## config.mk

```make
export PLATFORM = sky130hd
export DESIGN_NAME = maUnit
export DESIGN_NICKNAME = d
export VERILOG_FILES = /design/src/maPkg.sv /design/src/issueStamp.sv /design/src/maUnit.sv /design/src/ringBuffCtrl.sv /design/src/tokenPipeMa.sv
export SDC_FILE = /design/constraint.sdc
export NUM_CORES = 1
export LEC_CHECK = 0
export BUFFER_PORTS_ARGS = -buffer_cell sky130_fd_sc_hd__buf_4
export CAP_MARGIN = 5
export CELL_PAD_IN_SITES_DETAIL_PLACEMENT = 0
export CELL_PAD_IN_SITES_GLOBAL_PLACEMENT = 2
export CORE_MARGIN = 4
export CORE_UTILIZATION = 45
export DETAILED_ROUTE_END_ITERATION = 10
export PLACE_DENSITY = 0.88
export SLEW_MARGIN = 20
export SYNTH_ARGS = -nofsm -noshare
export SYNTH_HDL_FRONTEND = slang
export SYNTH_HIERARCHICAL = 1
export SYNTH_SLANG_ARGS = --single-unit
```

## constraint.sdc

```tcl
create_clock -name clock -period 15.7 [get_ports clock]
set_input_delay 1.57 -clock clock [delete_from_list [all_inputs] [get_ports clock]]
set_output_delay 1.57 -clock clock [all_outputs]
set_load 0.01 [all_outputs]
```

## src/maPkg.sv

```systemverilog
// Multiply-add token pipe, shared types
// Token layouts as they arrive from issue and as they travel through
// the multiply and add queues, plus the op class and issue number

`default_nettype none

package maPkg;

	// Issue number, wraps around
	typedef logic [7:0] issueNo_t;

	// Op class of a token
	typedef enum logic {
		opAdd = 1'b0,
		opMlt = 1'b1
	} opClass_t;

	//////////////////////////////////////////////////////////////////////////
	// Token from issue, 19 bits
	typedef struct packed {
		logic        valid;
		opClass_t    opClass;
		logic        chain;    // On a multiply, continue into add
		logic [15:0] data;     // Opaque tag
	} maInput_t;

	//////////////////////////////////////////////////////////////////////////
	// Stamped token, 27 bits
	typedef struct packed {
		logic        valid;
		opClass_t    opClass;
		logic        chain;
		issueNo_t    issueNo;  // Age reference for commit
		logic [15:0] data;
	} maToken_t;

endpackage

`default_nettype wire

```

## src/issueStamp.sv

```systemverilog
// Issue stamper
// Accepts tokens from issue when the pipe is not stalled and tags each
// accepted token with a wrapping issue number

`timescale 1ns/1ps
`default_nettype none

module issueStamp
	import maPkg::*;
(
	input  wire logic     clock,
	input  wire logic     reset,
	input  wire logic     stall,
	input  wire maInput_t inToken,
	output maToken_t      stampedToken,
	output issueNo_t      nextIssue
);

	issueNo_t issueCnt;
	logic     accept;

	assign accept = inToken.valid & ~stall;

	// Counter advances once per accepted token
	always_ff @(posedge clock) begin
		if (reset) begin
			issueCnt <= '0;
		end else if (accept) begin
			issueCnt <= issueCnt + 1'b1;
		end
	end

	always_comb begin
		stampedToken.valid   = accept;    // Refused tokens never reach the pipe
		stampedToken.opClass = inToken.opClass;
		stampedToken.chain   = inToken.chain;
		stampedToken.issueNo = issueCnt;
		stampedToken.data    = inToken.data;
	end

	assign nextIssue = issueCnt;

endmodule

`default_nettype wire

```

## src/maUnit.sv

```systemverilog
// Multiply-add unit top level
// Issue stamper in front of the multiply-add token pipe; the commit
// side drives grant and hold and takes tokens from outToken

`timescale 1ns/1ps
`default_nettype none

module maUnit
	import maPkg::*;
#(
	parameter int depthMlt = 7,
	parameter int depthAdd = 5
) (
	input  wire logic     clock,
	input  wire logic     reset,
	input  wire logic     hold,
	input  wire logic     grant,
	input  wire maInput_t inToken,
	output maToken_t      outToken,
	output logic          stall
);

	maToken_t stampedToken;
	issueNo_t nextIssue;

	////////////////////////////////////////////////////////////////////////////
	// Issue side

	issueStamp stamp0 (
		.clock(clock),
		.reset(reset),
		.stall(stall),              // Refuses input while the pipe is busy
		.inToken(inToken),
		.stampedToken(stampedToken),
		.nextIssue(nextIssue)
	);

	////////////////////////////////////////////////////////////////////////////
	// Queues and commit side

	tokenPipeMa #(
		.depthMlt(depthMlt),
		.depthAdd(depthAdd)
	) pipe0 (
		.clock(clock),
		.reset(reset),
		.hold(hold),
		.grant(grant),
		.inToken(stampedToken),
		.nextIssue(nextIssue),      // Age reference
		.outToken(outToken),
		.stall(stall)
	);

endmodule

`default_nettype wire

```

## src/ringBuffCtrl.sv

```systemverilog
// Ring buffer controller
// Write and read pointers that wrap at numEntry, with an occupancy
// count driving full and empty

`timescale 1ns/1ps
`default_nettype none

module ringBuffCtrl #(
	parameter int numEntry = 4
) (
	input  wire logic                        clock,
	input  wire logic                        reset,
	input  wire logic                        we,
	input  wire logic                        re,
	output logic [$clog2(numEntry)-1:0]      wAddr,
	output logic [$clog2(numEntry)-1:0]      rAddr,
	output logic                             full,
	output logic                             empty,
	output logic [$clog2(numEntry):0]        num
);

	localparam int addrW = $clog2(numEntry);
	localparam logic [addrW-1:0] lastAddr = addrW'(numEntry - 1);
	localparam logic [addrW:0] maxNum = (addrW + 1)'(numEntry);

	// Pointers
	always_ff @(posedge clock) begin
		if (reset) begin
			wAddr <= '0;
			rAddr <= '0;
		end else begin
			if (we) begin
				wAddr <= (wAddr == lastAddr) ? '0 : wAddr + 1'b1;
			end
			if (re) begin
				rAddr <= (rAddr == lastAddr) ? '0 : rAddr + 1'b1;
			end
		end
	end

	// Occupancy, unchanged on simultaneous write and read
	always_ff @(posedge clock) begin
		if (reset) begin
			num <= '0;
		end else if (we && !re) begin
			num <= num + 1'b1;
		end else if (re && !we) begin
			num <= num - 1'b1;
		end
	end

	assign full  = (num == maxNum);
	assign empty = (num == '0);

endmodule

`default_nettype wire

```

## src/tokenPipeMa.sv

```systemverilog
// Multiply-add token pipe
// Multiply and add token queues, chain transfer from the multiply head
// to the add tail, and retirement of the older eligible head

`timescale 1ns/1ps
`default_nettype none

module tokenPipeMa
	import maPkg::*;
#(
	parameter int depthMlt = 7,
	parameter int depthAdd = 5
) (
	input  wire logic     clock,
	input  wire logic     reset,
	input  wire logic     hold,
	input  wire logic     grant,
	input  wire maToken_t inToken,
	input  wire issueNo_t nextIssue,
	output maToken_t      outToken,
	output logic          stall
);

	localparam int widthMlt = $clog2(depthMlt);
	localparam int widthAdd = $clog2(depthAdd);

	// Queue storage
	maToken_t buffMlt [depthMlt];
	maToken_t buffAdd [depthAdd];

	logic [widthMlt-1:0] wAddrMlt;
	logic [widthMlt-1:0] rAddrMlt;
	logic                fullMlt;
	logic                emptyMlt;
	logic [widthAdd-1:0] wAddrAdd;
	logic [widthAdd-1:0] rAddrAdd;
	logic                fullAdd;
	logic                emptyAdd;

	maToken_t mltHead;
	maToken_t addHead;
	maToken_t chainToken;
	maToken_t addWrite;
	logic     mltHeadValid;
	logic     addHeadValid;
	logic     chainMove;
	logic     mltElig;
	logic     addElig;
	issueNo_t ageMlt;
	issueNo_t ageAdd;
	logic     selMlt;
	logic     retire;
	logic     weMlt;
	logic     weAdd;
	logic     reMlt;
	logic     reAdd;

	////////////////////////////////////////////////////////////////////////////
	// Heads and chain transfer

	assign mltHead      = buffMlt[rAddrMlt];
	assign addHead      = buffAdd[rAddrAdd];
	assign mltHeadValid = ~emptyMlt & mltHead.valid;
	assign addHeadValid = ~emptyAdd & addHead.valid;

	// Chained multiply continues as an add
	assign chainMove = mltHeadValid & mltHead.chain & ~fullAdd;

	always_comb begin
		chainToken         = mltHead;
		chainToken.opClass = opAdd;
		chainToken.chain   = 1'b0;
	end

	// Input and transfer never meet here, stall keeps inputs out
	always_comb begin
		if (chainMove) begin
			addWrite = chainToken;
		end else begin
			addWrite       = inToken;
			addWrite.chain = 1'b0;    // Chain only means something on a multiply
		end
	end

	assign stall = fullMlt | fullAdd | chainMove;

	////////////////////////////////////////////////////////////////////////////
	// Retirement select by issue age

	assign mltElig = mltHeadValid & ~mltHead.chain;
	assign addElig = addHeadValid;

	assign ageMlt = nextIssue - mltHead.issueNo;    // Wrapping difference
	assign ageAdd = nextIssue - addHead.issueNo;

	// Ties go to the add head
	assign selMlt = mltElig & (~addElig | (ageMlt > ageAdd));

	assign outToken = selMlt  ? mltHead :
	                  addElig ? addHead :
	                            '0;

	assign retire = grant & ~hold & (mltElig | addElig);

	assign weMlt = inToken.valid & (inToken.opClass == opMlt);
	assign weAdd = (inToken.valid & (inToken.opClass == opAdd)) | chainMove;
	assign reMlt = (retire & selMlt) | chainMove;
	assign reAdd = retire & ~selMlt;

	////////////////////////////////////////////////////////////////////////////
	// Queue arrays

	always_ff @(posedge clock) begin
		if (weMlt) begin
			buffMlt[wAddrMlt] <= inToken;
		end
		if (reMlt) begin
			buffMlt[rAddrMlt].valid <= 1'b0;    // Head leaves
		end
	end

	always_ff @(posedge clock) begin
		if (weAdd) begin
			buffAdd[wAddrAdd] <= addWrite;
		end
		if (reAdd) begin
			buffAdd[rAddrAdd].valid <= 1'b0;
		end
	end

	ringBuffCtrl #(
		.numEntry(depthMlt)
	) ringMlt (
		.clock(clock),
		.reset(reset),
		.we(weMlt),
		.re(reMlt),
		.wAddr(wAddrMlt),
		.rAddr(rAddrMlt),
		.full(fullMlt),
		.empty(emptyMlt),
		.num()
	);

	ringBuffCtrl #(
		.numEntry(depthAdd)
	) ringAdd (
		.clock(clock),
		.reset(reset),
		.we(weAdd),
		.re(reAdd),
		.wAddr(wAddrAdd),
		.rAddr(rAddrAdd),
		.full(fullAdd),
		.empty(emptyAdd),
		.num()
	);

endmodule

`default_nettype wire
```

==> qor.yml, run 1 <==
outcome:
  status: "finished clean"
power:
  peakVddDrop_v: 0.000112
  p_leak_nw: 5.76
  p_per_area_mw_per_mm2: 186
  finalPower_mw: 3.14
drt:
  vias: 9160
  dr.pass1.iters: 5
  wire_per_inst_um: 22.4
  drtIter0Drc: 757
  vias_per_cell: 5.74
  wl_um: 35700
  drc: 0
  antenna_left: 0
job:
  max_cap_violations: 0
synth:
  syn_avg_cell_area_sq_um: 13.6
  synth_ff_type: "edfxtp_1"
  synth_seq_area_share_pct: 66.9
  synthArstFlopShare_pct: 0
  ys_seq_elements: 347
  synth-edff-count: 307
  netlist_instances: 1099
  syn_area_sq_mm: 0.0150
  synth.net_count: 1161
  synth.area.top_cells: "edfxtp_1 62%, dfxtp_1 5.3%, ha_1 2.9%"
  ys_types: 64
  yosys.area.top_type: "edfxtp_1"
  synth_top_area_share_pct: 61.5
  yosysWarnings: 6
grt:
  antenna_found_initial: 1
  grt_pass1_vias: 9114
  grt_usage_pct: 19.5
  grt_start_max_net_pins: 63
  grt_first_pass_wirelength_um: 54300
  grt-ovfl-total: 0
timing:
  timing_hold_violations_final: 0
  grt_setup_unrepaired: "false"
  fin_setup_tns_ns: 0
  worst_pin_slew_ns: 0.944
  fin_worst_skew_ns: 0.0162
  maxSlewViolCount: 0
  period_needed_ns: 8.25
  setup_viol: 0
  fin_crit_sh_pct: 52.5
  layout_setup_ws_ns: 7.45
  slew_headroom_pct: 36.6
  fmax_mhz: 121
cts:
  clk_latency_ns: 0.52
  hold_buffers: 0
  root_buffer: "clkbuf_16"
  htreeDepth: 2
  path_clk_slew_ns: 0.06
  cts_tree: "yes"
  cts_setup_buffers: 0
  cts.sinks: 347
  cts_max_path_buffers: 3
  cts_buffers: 37
  ctsResizeCount: 0
layout:
  multi_input_area_sq_mm: 0.00448
  regArea_sq_mm: 0.0100
  final_common_cell: "edfxtp_1"
  syn_to_final_growth_pct: 12.5
  antenna_cells: 0
  final.fill_count: 2783
  layout_common_cells: "307 x edfxtp_1, 86 x nor2_1, 77 x a21oi_1"
  layout-drive-gt1-share_pct: 16.1
  final_nets: 1191
critical_path:
  r2r-start: "pipe0/ringMlt/rAddr[0]"
  critPathBufInv: 4
  worstPathCellList: "buf_4 > nor2b_1 > and2_1 > a22oi_1 > nand2_1 > a21oi_1 > inv_1 > ha_1 > fa_1 > inv_1 > a21o_1 > a21oi_1 > o21bai_1 > a21oi_1 > xnor2_1 > ha_1 > o21ai_0 > nor2_1 > nor4bb_1 > o21ai_0 > nand3_2 > o22ai_1 > buf_4"
  startpoint_type: "flop"
  path_max_fanout: 29
  critPathRequiredTime_ns: 14.13
  timing.rr.end: "pipe0/ringAdd/num[3]"
  cp_common_cell: "a21oi_1"
  end_kind: "output pin"
  critPathSlowestCell: "dfxtp_2"
  r2r_slack_ns: 7.79
  r2r_cells: 30
  path_class: "reg2out"
  setup.worst_path.start: "pipe0/ringMlt/rAddr[0]"
  critPathTopFamily: "simple AND/OR/NAND/NOR gates"
  cp.arrival_ns: 6.68
  cpPeakStageDelay_ns: 0.79
floorplanning:
  die-area_sq_mm: 0.0363
  die_height_um: 190
  dieWidth_um: 190
  core_sq_mm: 0.0327
  io_pins: 51
  initial_utilization_pct: 45.8
  row_count: 66
placement:
  port_buffers: 49
  gp_congestion: 0.794
  dp_slack_ns: 7.66
  dpl.hpwl_um: 21900
hold_path:
  holdPathEnd: "pipe0/buffAdd[0][26]"
  hold_path.startpoint: "pipe0/buffAdd[0][26]"
  hold_class: "reg2reg"
  whs_path_depth: 1
[cells in the mapped netlist (3+ instances only)]
cell,instances
clkbuf_1,39
buf_4,29
o22ai_1,36
nor2b_1,9
mux4_2,6
a2bb2oi_1,4
nand3_1,6
buf_1,7
a22oi_1,40
xor2_1,5
nand3b_1,3
nand2_1,60
a211oi_1,5
inv_1,31
o21ai_0,59
a21oi_1,77
a22o_1,9
nor4_1,5
dfxtp_1,40
and2_1,6
buf_2,6
nor2_1,91
a31oi_1,13
xnor2_1,15
fa_1,4
ha_1,35
mux2i_1,37
or3_1,3
nor3_1,13
a221oi_1,12
edfxtp_1,307
mux2_2,33
nand2b_1,7
[cells by family after synthesis]
| logic type | after synthesis | share of synthesized area (%) |
|---|---|---|
| adders and majority gates | 39 | 3.46 |
| other | 1 | 0.0250 |
| DFF | 347 | 66.9 |
| muxes | 78 | 6.00 |
| and+or+nand+nor | 221 | 6.92 |
| xor gates and xnor gates | 20 | 1.17 |
| buffers and inverters | 114 | 3.74 |
| AOI/OAI and AO/OA | 279 | 11.8 |
[where the power goes]
group / switching (mW) / internal, mW / leakage [nW] / total, mW
registers: 0.0583 / 1.16 / 3.13 / 1.22
clock network: 0.340 / 0.472 / 0.546 / 0.812
logic: 0.677 / 0.428 / 2.09 / 1.10
total: 1.08 / 2.06 / 5.76 / 3.14
[registers in the layout (all words and copies together) (netlist names)]
signal	count
pipe0/ringAdd/wAddr	3
pipe0/ringAdd/num	4
pipe0/buffAdd	130
pipe0/buffMlt	189
stamp0/nextIssue	8
pipe0/ringMlt/wAddr	3
pipe0/ringAdd/rAddr	3
pipe0/ringMlt/rAddr	3
pipe0/ringMlt/num	4
[per-layer routing]
| metal | routed length, um | GRT usage (%) | vias up | share of wire [%] |
|---|---|---|---|---|
| met5 | 13 | 0 | - | 0.036 |
| met4 | 762 | 5.00 | 2 | 2.1 |
| met3 | 2280 | 3.75 | 55 | 6.4 |
| met2 | 17100 | 31.7 | 256 | 48 |
| met1 | 15600 | 27.4 | 4603 | 44 |
| li1 | - | - | 4244 | - |
[per-stage QoR]
step	hold WS (ns)	instance area [sq um]	util [%]	std cells
after floorplan	0.466	15000	-	1099
after global placement	0.475	15700	48.1	1532
after detailed placement	0.479	15700	48.1	1532
after CTS	0.487	16800	51.5	1596
after global routing	0.497	16900	51.5	1596
final	0.490	16900	51.5	1596
[final cells by class]
| cell class | count | area share, % |
|---|---|---|
| inverters | 32 | 0.713 |
| well taps | 442 | 3.28 |
| clock buffers | 50 | 5.78 |
| multi-input cells | 638 | 26.6 |
| repair buffers | 73 | 3.25 |
| clock inverters | 14 | 0.898 |
| flip-flops and latches | 347 | 59.5 |
[worst max path at each step]
stage	depth (start not counted)	slack, ns	end
global placement	23	7.80	outToken[16]
CTS	23	7.10	outToken[16]
detailed placement	23	7.66	outToken[16]
finish	23	7.45	outToken[7]
global route	23	6.93	outToken[7]
floorplan	21	9.38	outToken[15]
No activity file was read; power rests on OpenSTA's default activity.
==> run 2: changes to the inputs <==
CORE_UTILIZATION = 40   (was 45)
PLACE_DENSITY = 0.83   (was 0.88)
clock period = 7.2 ns   (was 15.7 ns; I/O delays follow)
==> run 2 against run 1 <==
Count of clock-buffer cells in the layout is 2 higher. Total power is 120% higher. Clock skew down 0.00089 ns. Highest routed layer unchanged. Via count is 0.84% lower. Critical endpoint is now outToken[14]. First-iteration DRC count down 8.1%.
==> qor.yml, run 2 (same netlist as run 1, synthesis figures left out) <==
cts:
  clk_latency_ns: 0.52  # about the same
  ctsResizeCount: 0  # unchanged
  hold_buffers: 0  # unchanged
  cts_max_path_buffers: 3  # unchanged
  cts_setup_buffers: 0  # unchanged
  path_clk_slew_ns: 0.06  # about the same
  root_buffer: "clkbuf_16"  # unchanged
  cts_buffers: 38  # was 37
  cts.sinks: 347  # unchanged
  cts_tree: "yes"  # unchanged
  htreeDepth: 2  # unchanged
placement:
  gp_congestion: 0.786  # was 0.794
  post-place-cells: 1567  # was 1,532
  dp_slack_ns: 0.662  # was 7.66 ns
  port_buffers: 49  # unchanged
  dpl.hpwl_um: 22600  # was 21,900 um
layout:
  largest_reg_flops: 189  # unchanged
  layout_common_cells: "307 x edfxtp_1, 86 x nor2_1, 82 x buf_4"  # was 307 x edfxtp_1, 86 x nor2_1, 77 x a21oi_1
  syn_to_final_growth_pct: 13.1  # was 12.5%
  fin_cells: 1635  # was 1,596
  final.fill_count: 3311  # was 2,783
  antenna_cells: 0  # unchanged
  layout-drive-gt1-share_pct: 16.5  # was 16.1%
  regMostFlops: "pipe0/buffMlt"  # unchanged
  final_common_cell: "edfxtp_1"  # unchanged
  final_nets: 1201  # was 1,191
power:
  p_leak_nw: 5.81  # was 5.76 nW
  finalPower_mw: 6.79  # was 3.14 mW
  peakVddDrop_v: 0.000300  # was 0.000112 V
  p_per_area_mw_per_mm2: 400  # was 186 mW/mm^2
critical_path:
  r2r_slack_ns: 0.63  # was 7.79 ns
  cp.arrival_ns: 5.90  # was 6.68 ns
  startpoint_type: "flop"  # unchanged
  end_kind: "output pin"  # unchanged
  path_max_fanout: 21  # was 29
  r2r-start: "pipe0/ringAdd/rAddr[1]"  # was pipe0/ringMlt/rAddr[0]
  timing.rr.end: "pipe0/ringMlt/num[3]"  # was pipe0/ringAdd/num[3]
  r2r_cells: 25  # was 30
  path_class: "reg2out"  # unchanged
  critPathRequiredTime_ns: 6.48  # was 14.13 ns
floorplanning:
  initial_utilization_pct: 40.7  # was 45.8%
  die-area_sq_mm: 0.0406  # was 0.0363 sq mm
  dieWidth_um: 202  # was 190 um
  io_pins: 51  # unchanged
  core_sq_mm: 0.0368  # was 0.0327 sq mm
  die_height_um: 202  # was 190 um
  row_count: 70  # was 66
timing:
  period_needed_ns: 6.62
  fin_setup_tns_ns: 0  # unchanged
  fmax_mhz: 151
  grt_setup_unrepaired: "false"  # unchanged
  timing_hold_violations_final: 0  # unchanged
  fin_crit_sh_pct: 92.0
  worst_pin_slew_ns: 1.05  # was 0.944 ns
  setup_viol: 0  # unchanged
  layout_setup_ws_ns: 0.576  # was 7.45 ns
  fin_worst_skew_ns: 0.0153  # was 0.0162 ns
  maxSlewViolCount: 0  # unchanged
  slew_headroom_pct: 30.1  # was 36.6%
outcome:
  status: "finished clean"  # unchanged
grt:
  grt_start_max_net_pins: 52  # was 63
  use_met2_pct: 28.7  # was 31.7%
  grt_use_met1_pct: 24.1  # was 27.4%
  grt_busiest_layer: "met2"  # unchanged
  grt-ovfl-total: 0  # unchanged
  antenna_found_initial: 2  # was 1
  grt_usage_pct: 17.4  # was 19.5%
  grt_pass1_vias: 9095  # was 9,114
  met3_usage_pct: 2.69  # was 3.75%
  grt_first_pass_wirelength_um: 55000  # was 54,300 um
drt:
  dr.pass1.iters: 5  # unchanged
  drtIter0Drc: 696  # was 757
  wl_um: 35600  # was 35,700 um
  drc: 0  # unchanged
  antenna_left: 0  # unchanged
  vias: 9083  # was 9,160
  vias_per_cell: 5.56  # was 5.74
  wire_per_inst_um: 21.8  # was 22.4 um
hold_path:
  hold_path.startpoint: "inToken[3]"  # was pipe0/buffAdd[0][26]
  hold_class: "in2reg"  # was reg2reg
  holdPathEnd: "pipe0/buffMlt[4][3]"  # was pipe0/buffAdd[0][26]
  whs_path_depth: 1  # unchanged
job:
  max_cap_violations: 0  # unchanged
run 2: changes by cell type in the layout (fill, tap and decap cells not counted), sizes merged:
cell / delta
buf: +9
inv: -2
clkbuf: +2
bufinv: -2
clkinv: +6
run 2: metal layers:
metal | part of all wire, % | routed length, um
met1 | 45 | 16000
met2 | 48 | 17000
met3 | 4.8 | 1720
met4 | 2.3 | 827
met5 | 0.096 | 34
run 2: cell type report:
class,instances,area [sq um],share of cell area [%]
repair buffers,82,616,3.63
inverters,32,120,0.709
flip-flops and latches,347,10000,59.1
clock inverters,16,90.1,0.532
well taps,468,586,3.46
clock buffers,52,1030,6.11
multi-input cells,638,4480,26.4
run 2: per-stage QoR:
step	cell area (sq um)	util [%]	hold WS (ns)
final	16900	46.1	0.432
after global routing	16900	46.1	0.422
after CTS	16900	46.1	0.413
after detailed placement	15800	43.0	0.480
after global placement	15800	43.0	0.478
after floorplan	15000	-	0.466
run 2: how the worst max path moves through the flow:
stage	from	endpoint	slack, ns	cells after the start
2_1_floorplan	pipe0/ringAdd/rAddr[1]	pipe0/ringMlt/num[3]	1.14	28
3_3_place_gp	pipe0/ringMlt/rAddr[0]	pipe0/ringMlt/num[3]	0.79	24
3_5_place_dp	pipe0/ringAdd/rAddr[1]	pipe0/ringMlt/num[3]	0.66	25
4_1_cts	pipe0/ringMlt/rAddr[0]	outToken[16]	0.55	19
5_1_grt	pipe0/ringMlt/rAddr[2]	outToken[16]	0.11	23
6_report	pipe0/ringAdd/rAddr[1]	outToken[14]	0.58	20
run 2: worst max-delay path: stages (launching register included):
cell      delay, ns
dfxtp_1        0.63
mux2_2         0.39
a22oi_1        0.14
nor2_1         0.06
a221oi_1       0.44
ha_1           0.32
nor2b_1        0.12
o21ai_0        0.21
a21boi_0       0.12
o21ai_0        0.26
nand2b_1       0.12
xnor2_1        0.14
ha_1           0.30
a211oi_1       0.24
nor2_1         0.09
nor4bb_1       0.51
o21ai_0        0.28
nand3_1        0.28
buf_4          0.33
o22ai_1        0.19
buf_4          0.19
run 2: power breakdown:
part | total (mW) | internal, mW | switching, mW
combinational | 2.37 | 0.939 | 1.43
sequential | 2.66 | 2.54 | 0.123
clock | 1.75 | 1.01 | 0.745
total | 6.79 | 4.48 | 2.30
==> run 3: changes to the inputs <==
CELL_PAD_IN_SITES_DETAIL_PLACEMENT = 2   (was 0)
==> run 3 against run 2 <==
Wire length is 29% higher. Sequential cell count stayed put. Maximum frequency is 5.1% lower. Die area stayed put. Clock power is 13% higher. Largest power group unchanged. Global-route usage is 4.8 points higher. Combinational power is 9.7% higher. First-iteration DRC count is 12% higher. Worst setup slack worse by 0.35 ns. Cell area is 0.96% higher. Worst hold slack worse by 0.028 ns. Total power is 6.9% higher.
==> qor.yml, run 3 (same netlist as run 1, synthesis figures left out) <==
cts:
  htreeDepth: 2  # unchanged
  cts.sinks: 347  # unchanged
  path_clk_slew_ns: 0.06  # about the same
  hold_buffers: 0  # unchanged
  root_buffer: "clkbuf_16"  # unchanged
  clk_latency_ns: 0.56  # was 0.52 ns
  cts_buffers: 40  # was 38
  ctsResizeCount: 0  # unchanged
  cts_max_path_buffers: 3  # unchanged
  cts_tree: "yes"  # unchanged
  cts_setup_buffers: 0  # unchanged
job:
  max_cap_violations: 0  # unchanged
timing:
  period_needed_ns: 6.98  # was 6.62 ns
  slew_headroom_pct: 30.7  # was 30.1%
  timing_hold_violations_final: 0  # unchanged
  fin_worst_skew_ns: 0.0242  # was 0.0153 ns
  worst_pin_slew_ns: 1.04  # was 1.05 ns
  maxSlewViolCount: 0  # unchanged
  fin_crit_sh_pct: 96.9  # was 92.0%
  hold_ws_ns: 0.405  # was 0.432 ns
  fmax_mhz: 143  # was 151 MHz
  setup_viol: 0  # unchanged
power:
  intPower_mw: 4.65  # was 4.48 mW
  peakVddDrop_v: 0.000321  # was 0.000300 V
  combPwrFrac_pct: 35.8  # was 35.0%
  p_leak_nw: 5.90  # was 5.81 nW
  clockPowerShare_pct: 27.3  # was 25.8%
  switchingPower_mw: 2.61  # was 2.30 mW
  p_sw_share_pct: 35.9  # was 33.9%
  p_seq_share_pct: 37.0  # was 39.2%
  p_per_area_mw_per_mm2: 424  # was 400 mW/mm^2
hold_path:
  whs_path_depth: 1  # unchanged
  hold_class: "in2reg"  # unchanged
grt:
  grt_pass1_vias: 10700  # was 9,095
  grt-ovfl-total: 0  # unchanged
  antenna_found_initial: 2  # unchanged
  grt_usage_pct: 22.2  # was 17.4%
  grt_first_pass_wirelength_um: 68600  # was 55,000 um
  grt_start_max_net_pins: 52  # unchanged
critical_path:
  cp_common_cell: "o21ai_0"  # unchanged
  critPathSlowestCell: "dfxtp_2"  # was dfxtp_1
  critPathTopFamily: "compound AO/OA/AOI/OAI gates"  # unchanged
  path_max_fanout: 21  # unchanged
  end_kind: "output pin"  # unchanged
  r2r_cells: 24  # was 25
  critPathRequiredTime_ns: 6.48  # about the same
  startpoint_type: "flop"  # unchanged
  cp.arrival_ns: 6.26  # was 5.90 ns
  worstPathCellList: "nor2b_1 > and2_1 > a22oi_1 > nand2_1 > a21oi_2 > ha_1 > a21oi_1 > o21ai_0 > a31oi_1 > o21ai_0 > xnor2_1 > ha_1 > and4_1 > nand4_1 > o31ai_1 > o21ai_0 > nand3_1 > buf_4 > o21ai_0 > buf_4"  # was mux2_2 > a22oi_1 > nor2_1 > a221oi_1 > ha_1 > nor2b_1 > o21ai_0 > a21boi_0 > o21ai_0 > nand2b_1 > xnor2_1 > ha_1 > a211oi_1 > nor2_1 > nor4bb_1 > o21ai_0 > nand3_1 > buf_4 > o22ai_1 > buf_4
  critPathBufInv: 2  # unchanged
  cpPeakStageDelay_ns: 0.60  # was 0.63 ns
  path_class: "reg2out"  # unchanged
  cp.depth: 20  # unchanged
floorplanning:
  row_count: 70  # unchanged
  initial_utilization_pct: 40.7  # unchanged
  die-area_sq_mm: 0.0406  # unchanged
  core_sq_mm: 0.0368  # unchanged
  dieWidth_um: 202  # unchanged
  io_pins: 51  # unchanged
  die_height_um: 202  # unchanged
layout:
  antenna_cells: 0  # unchanged
  layout-drive-gt1-share_pct: 17.9  # was 16.5%
  final_common_cell: "edfxtp_1"  # unchanged
  regMostFlops: "pipe0/buffMlt"  # unchanged
  syn_to_final_growth_pct: 14.2  # was 13.1%
  layout_common_cells: "307 x edfxtp_1, 86 x nor2_1, 82 x buf_4"  # unchanged
  fin_area_sq_mm: 0.0171  # was 0.0169 sq mm
  largest_reg_flops: 189  # unchanged
  final_nets: 1203  # was 1,201
outcome:
  status: "finished clean"  # unchanged
drt:
  wl_um: 45800  # was 35,600 um
  wire_per_inst_um: 27.9  # was 21.8 um
  antenna_left: 0  # unchanged
  drtIter0Drc: 782  # was 696
  vias_per_cell: 5.95  # was 5.56
  vias: 9762  # was 9,083
  dr.pass1.iters: 5  # unchanged
  drc: 0  # unchanged
placement:
  place_area_sq_mm: 0.0158  # unchanged
  port_buffers: 49  # unchanged
  dpl.hpwl_um: 29500  # was 22,600 um
  gp_congestion: 0.786  # unchanged
run 3: cell count changes in the layout (fill, tap and decap cells not counted), moves of 2 or more:
cell       delta
inv_16        +2
clkinv_1      -5
clkinv_2      +6
clkbuf_1      -3
clkbuf_16     +2
clkbuf_8      +4
clkinv_8      -2
run 3: cell type report:
class                      count  area (sq um)
fill                        3518         19700
multi-input combinational    638          4490
inverter                      32           120
sequential                   347         10000
tap                          468           586
clock buffer                  55          1130
clock inverter                19           148
timing repair buffer          82           616
run 3: worst paths after layout:
check	slack, ns	from	endpoint
max	0.22	pipe0/ringMlt/rAddr[2]	outToken[16]
max reg2reg	0.48	pipe0/ringMlt/rAddr[2]	pipe0/ringMlt/num[3]
min reg2reg	0.51	pipe0/buffAdd[3][26]	pipe0/buffAdd[3][26]
min	0.40	inToken[3]	pipe0/buffMlt[0][3]
run 3: power groups by stage:
stage	Combinational, mW	Sequential, mW	Clock [mW]
floorplan	1.60	2.65	0
global placement	2.37	2.70	0
detailed placement	2.54	2.72	0
CTS	2.58	2.69	2.01
global route	2.83	2.71	2.11
finish	2.60	2.68	1.98
run 3: metrics by stage:
| stage | utilization, % | setup TNS, ns | total power, mW | setup slack (ns) | cells |
|---|---|---|---|---|---|
| CTS | 46.5 | 0 | 7.28 | 0.144 | 1641 |
| detailed placement | 43.0 | 0 | 5.26 | 0.428 | 1567 |
| global route | 46.5 | -0.0158 | 7.64 | -0.0158 | 1641 |
| finish | 46.5 | 0 | 7.26 | 0.221 | 1641 |
| global placement | 43.0 | 0 | 5.06 | 0.790 | 1567 |
| floorplan | - | 0 | 4.26 | 1.14 | 1099 |
run 3: metal layers:
metal | vias up | routed length (um) | global-route usage [%]
li1 | 4281 | - | -
met1 | 5086 | 18700 | 27.7
met2 | 293 | 23500 | 39.2
met3 | 98 | 2080 | 3.34
met4 | 4 | 1530 | 7.81
met5 | - | 27 | 0
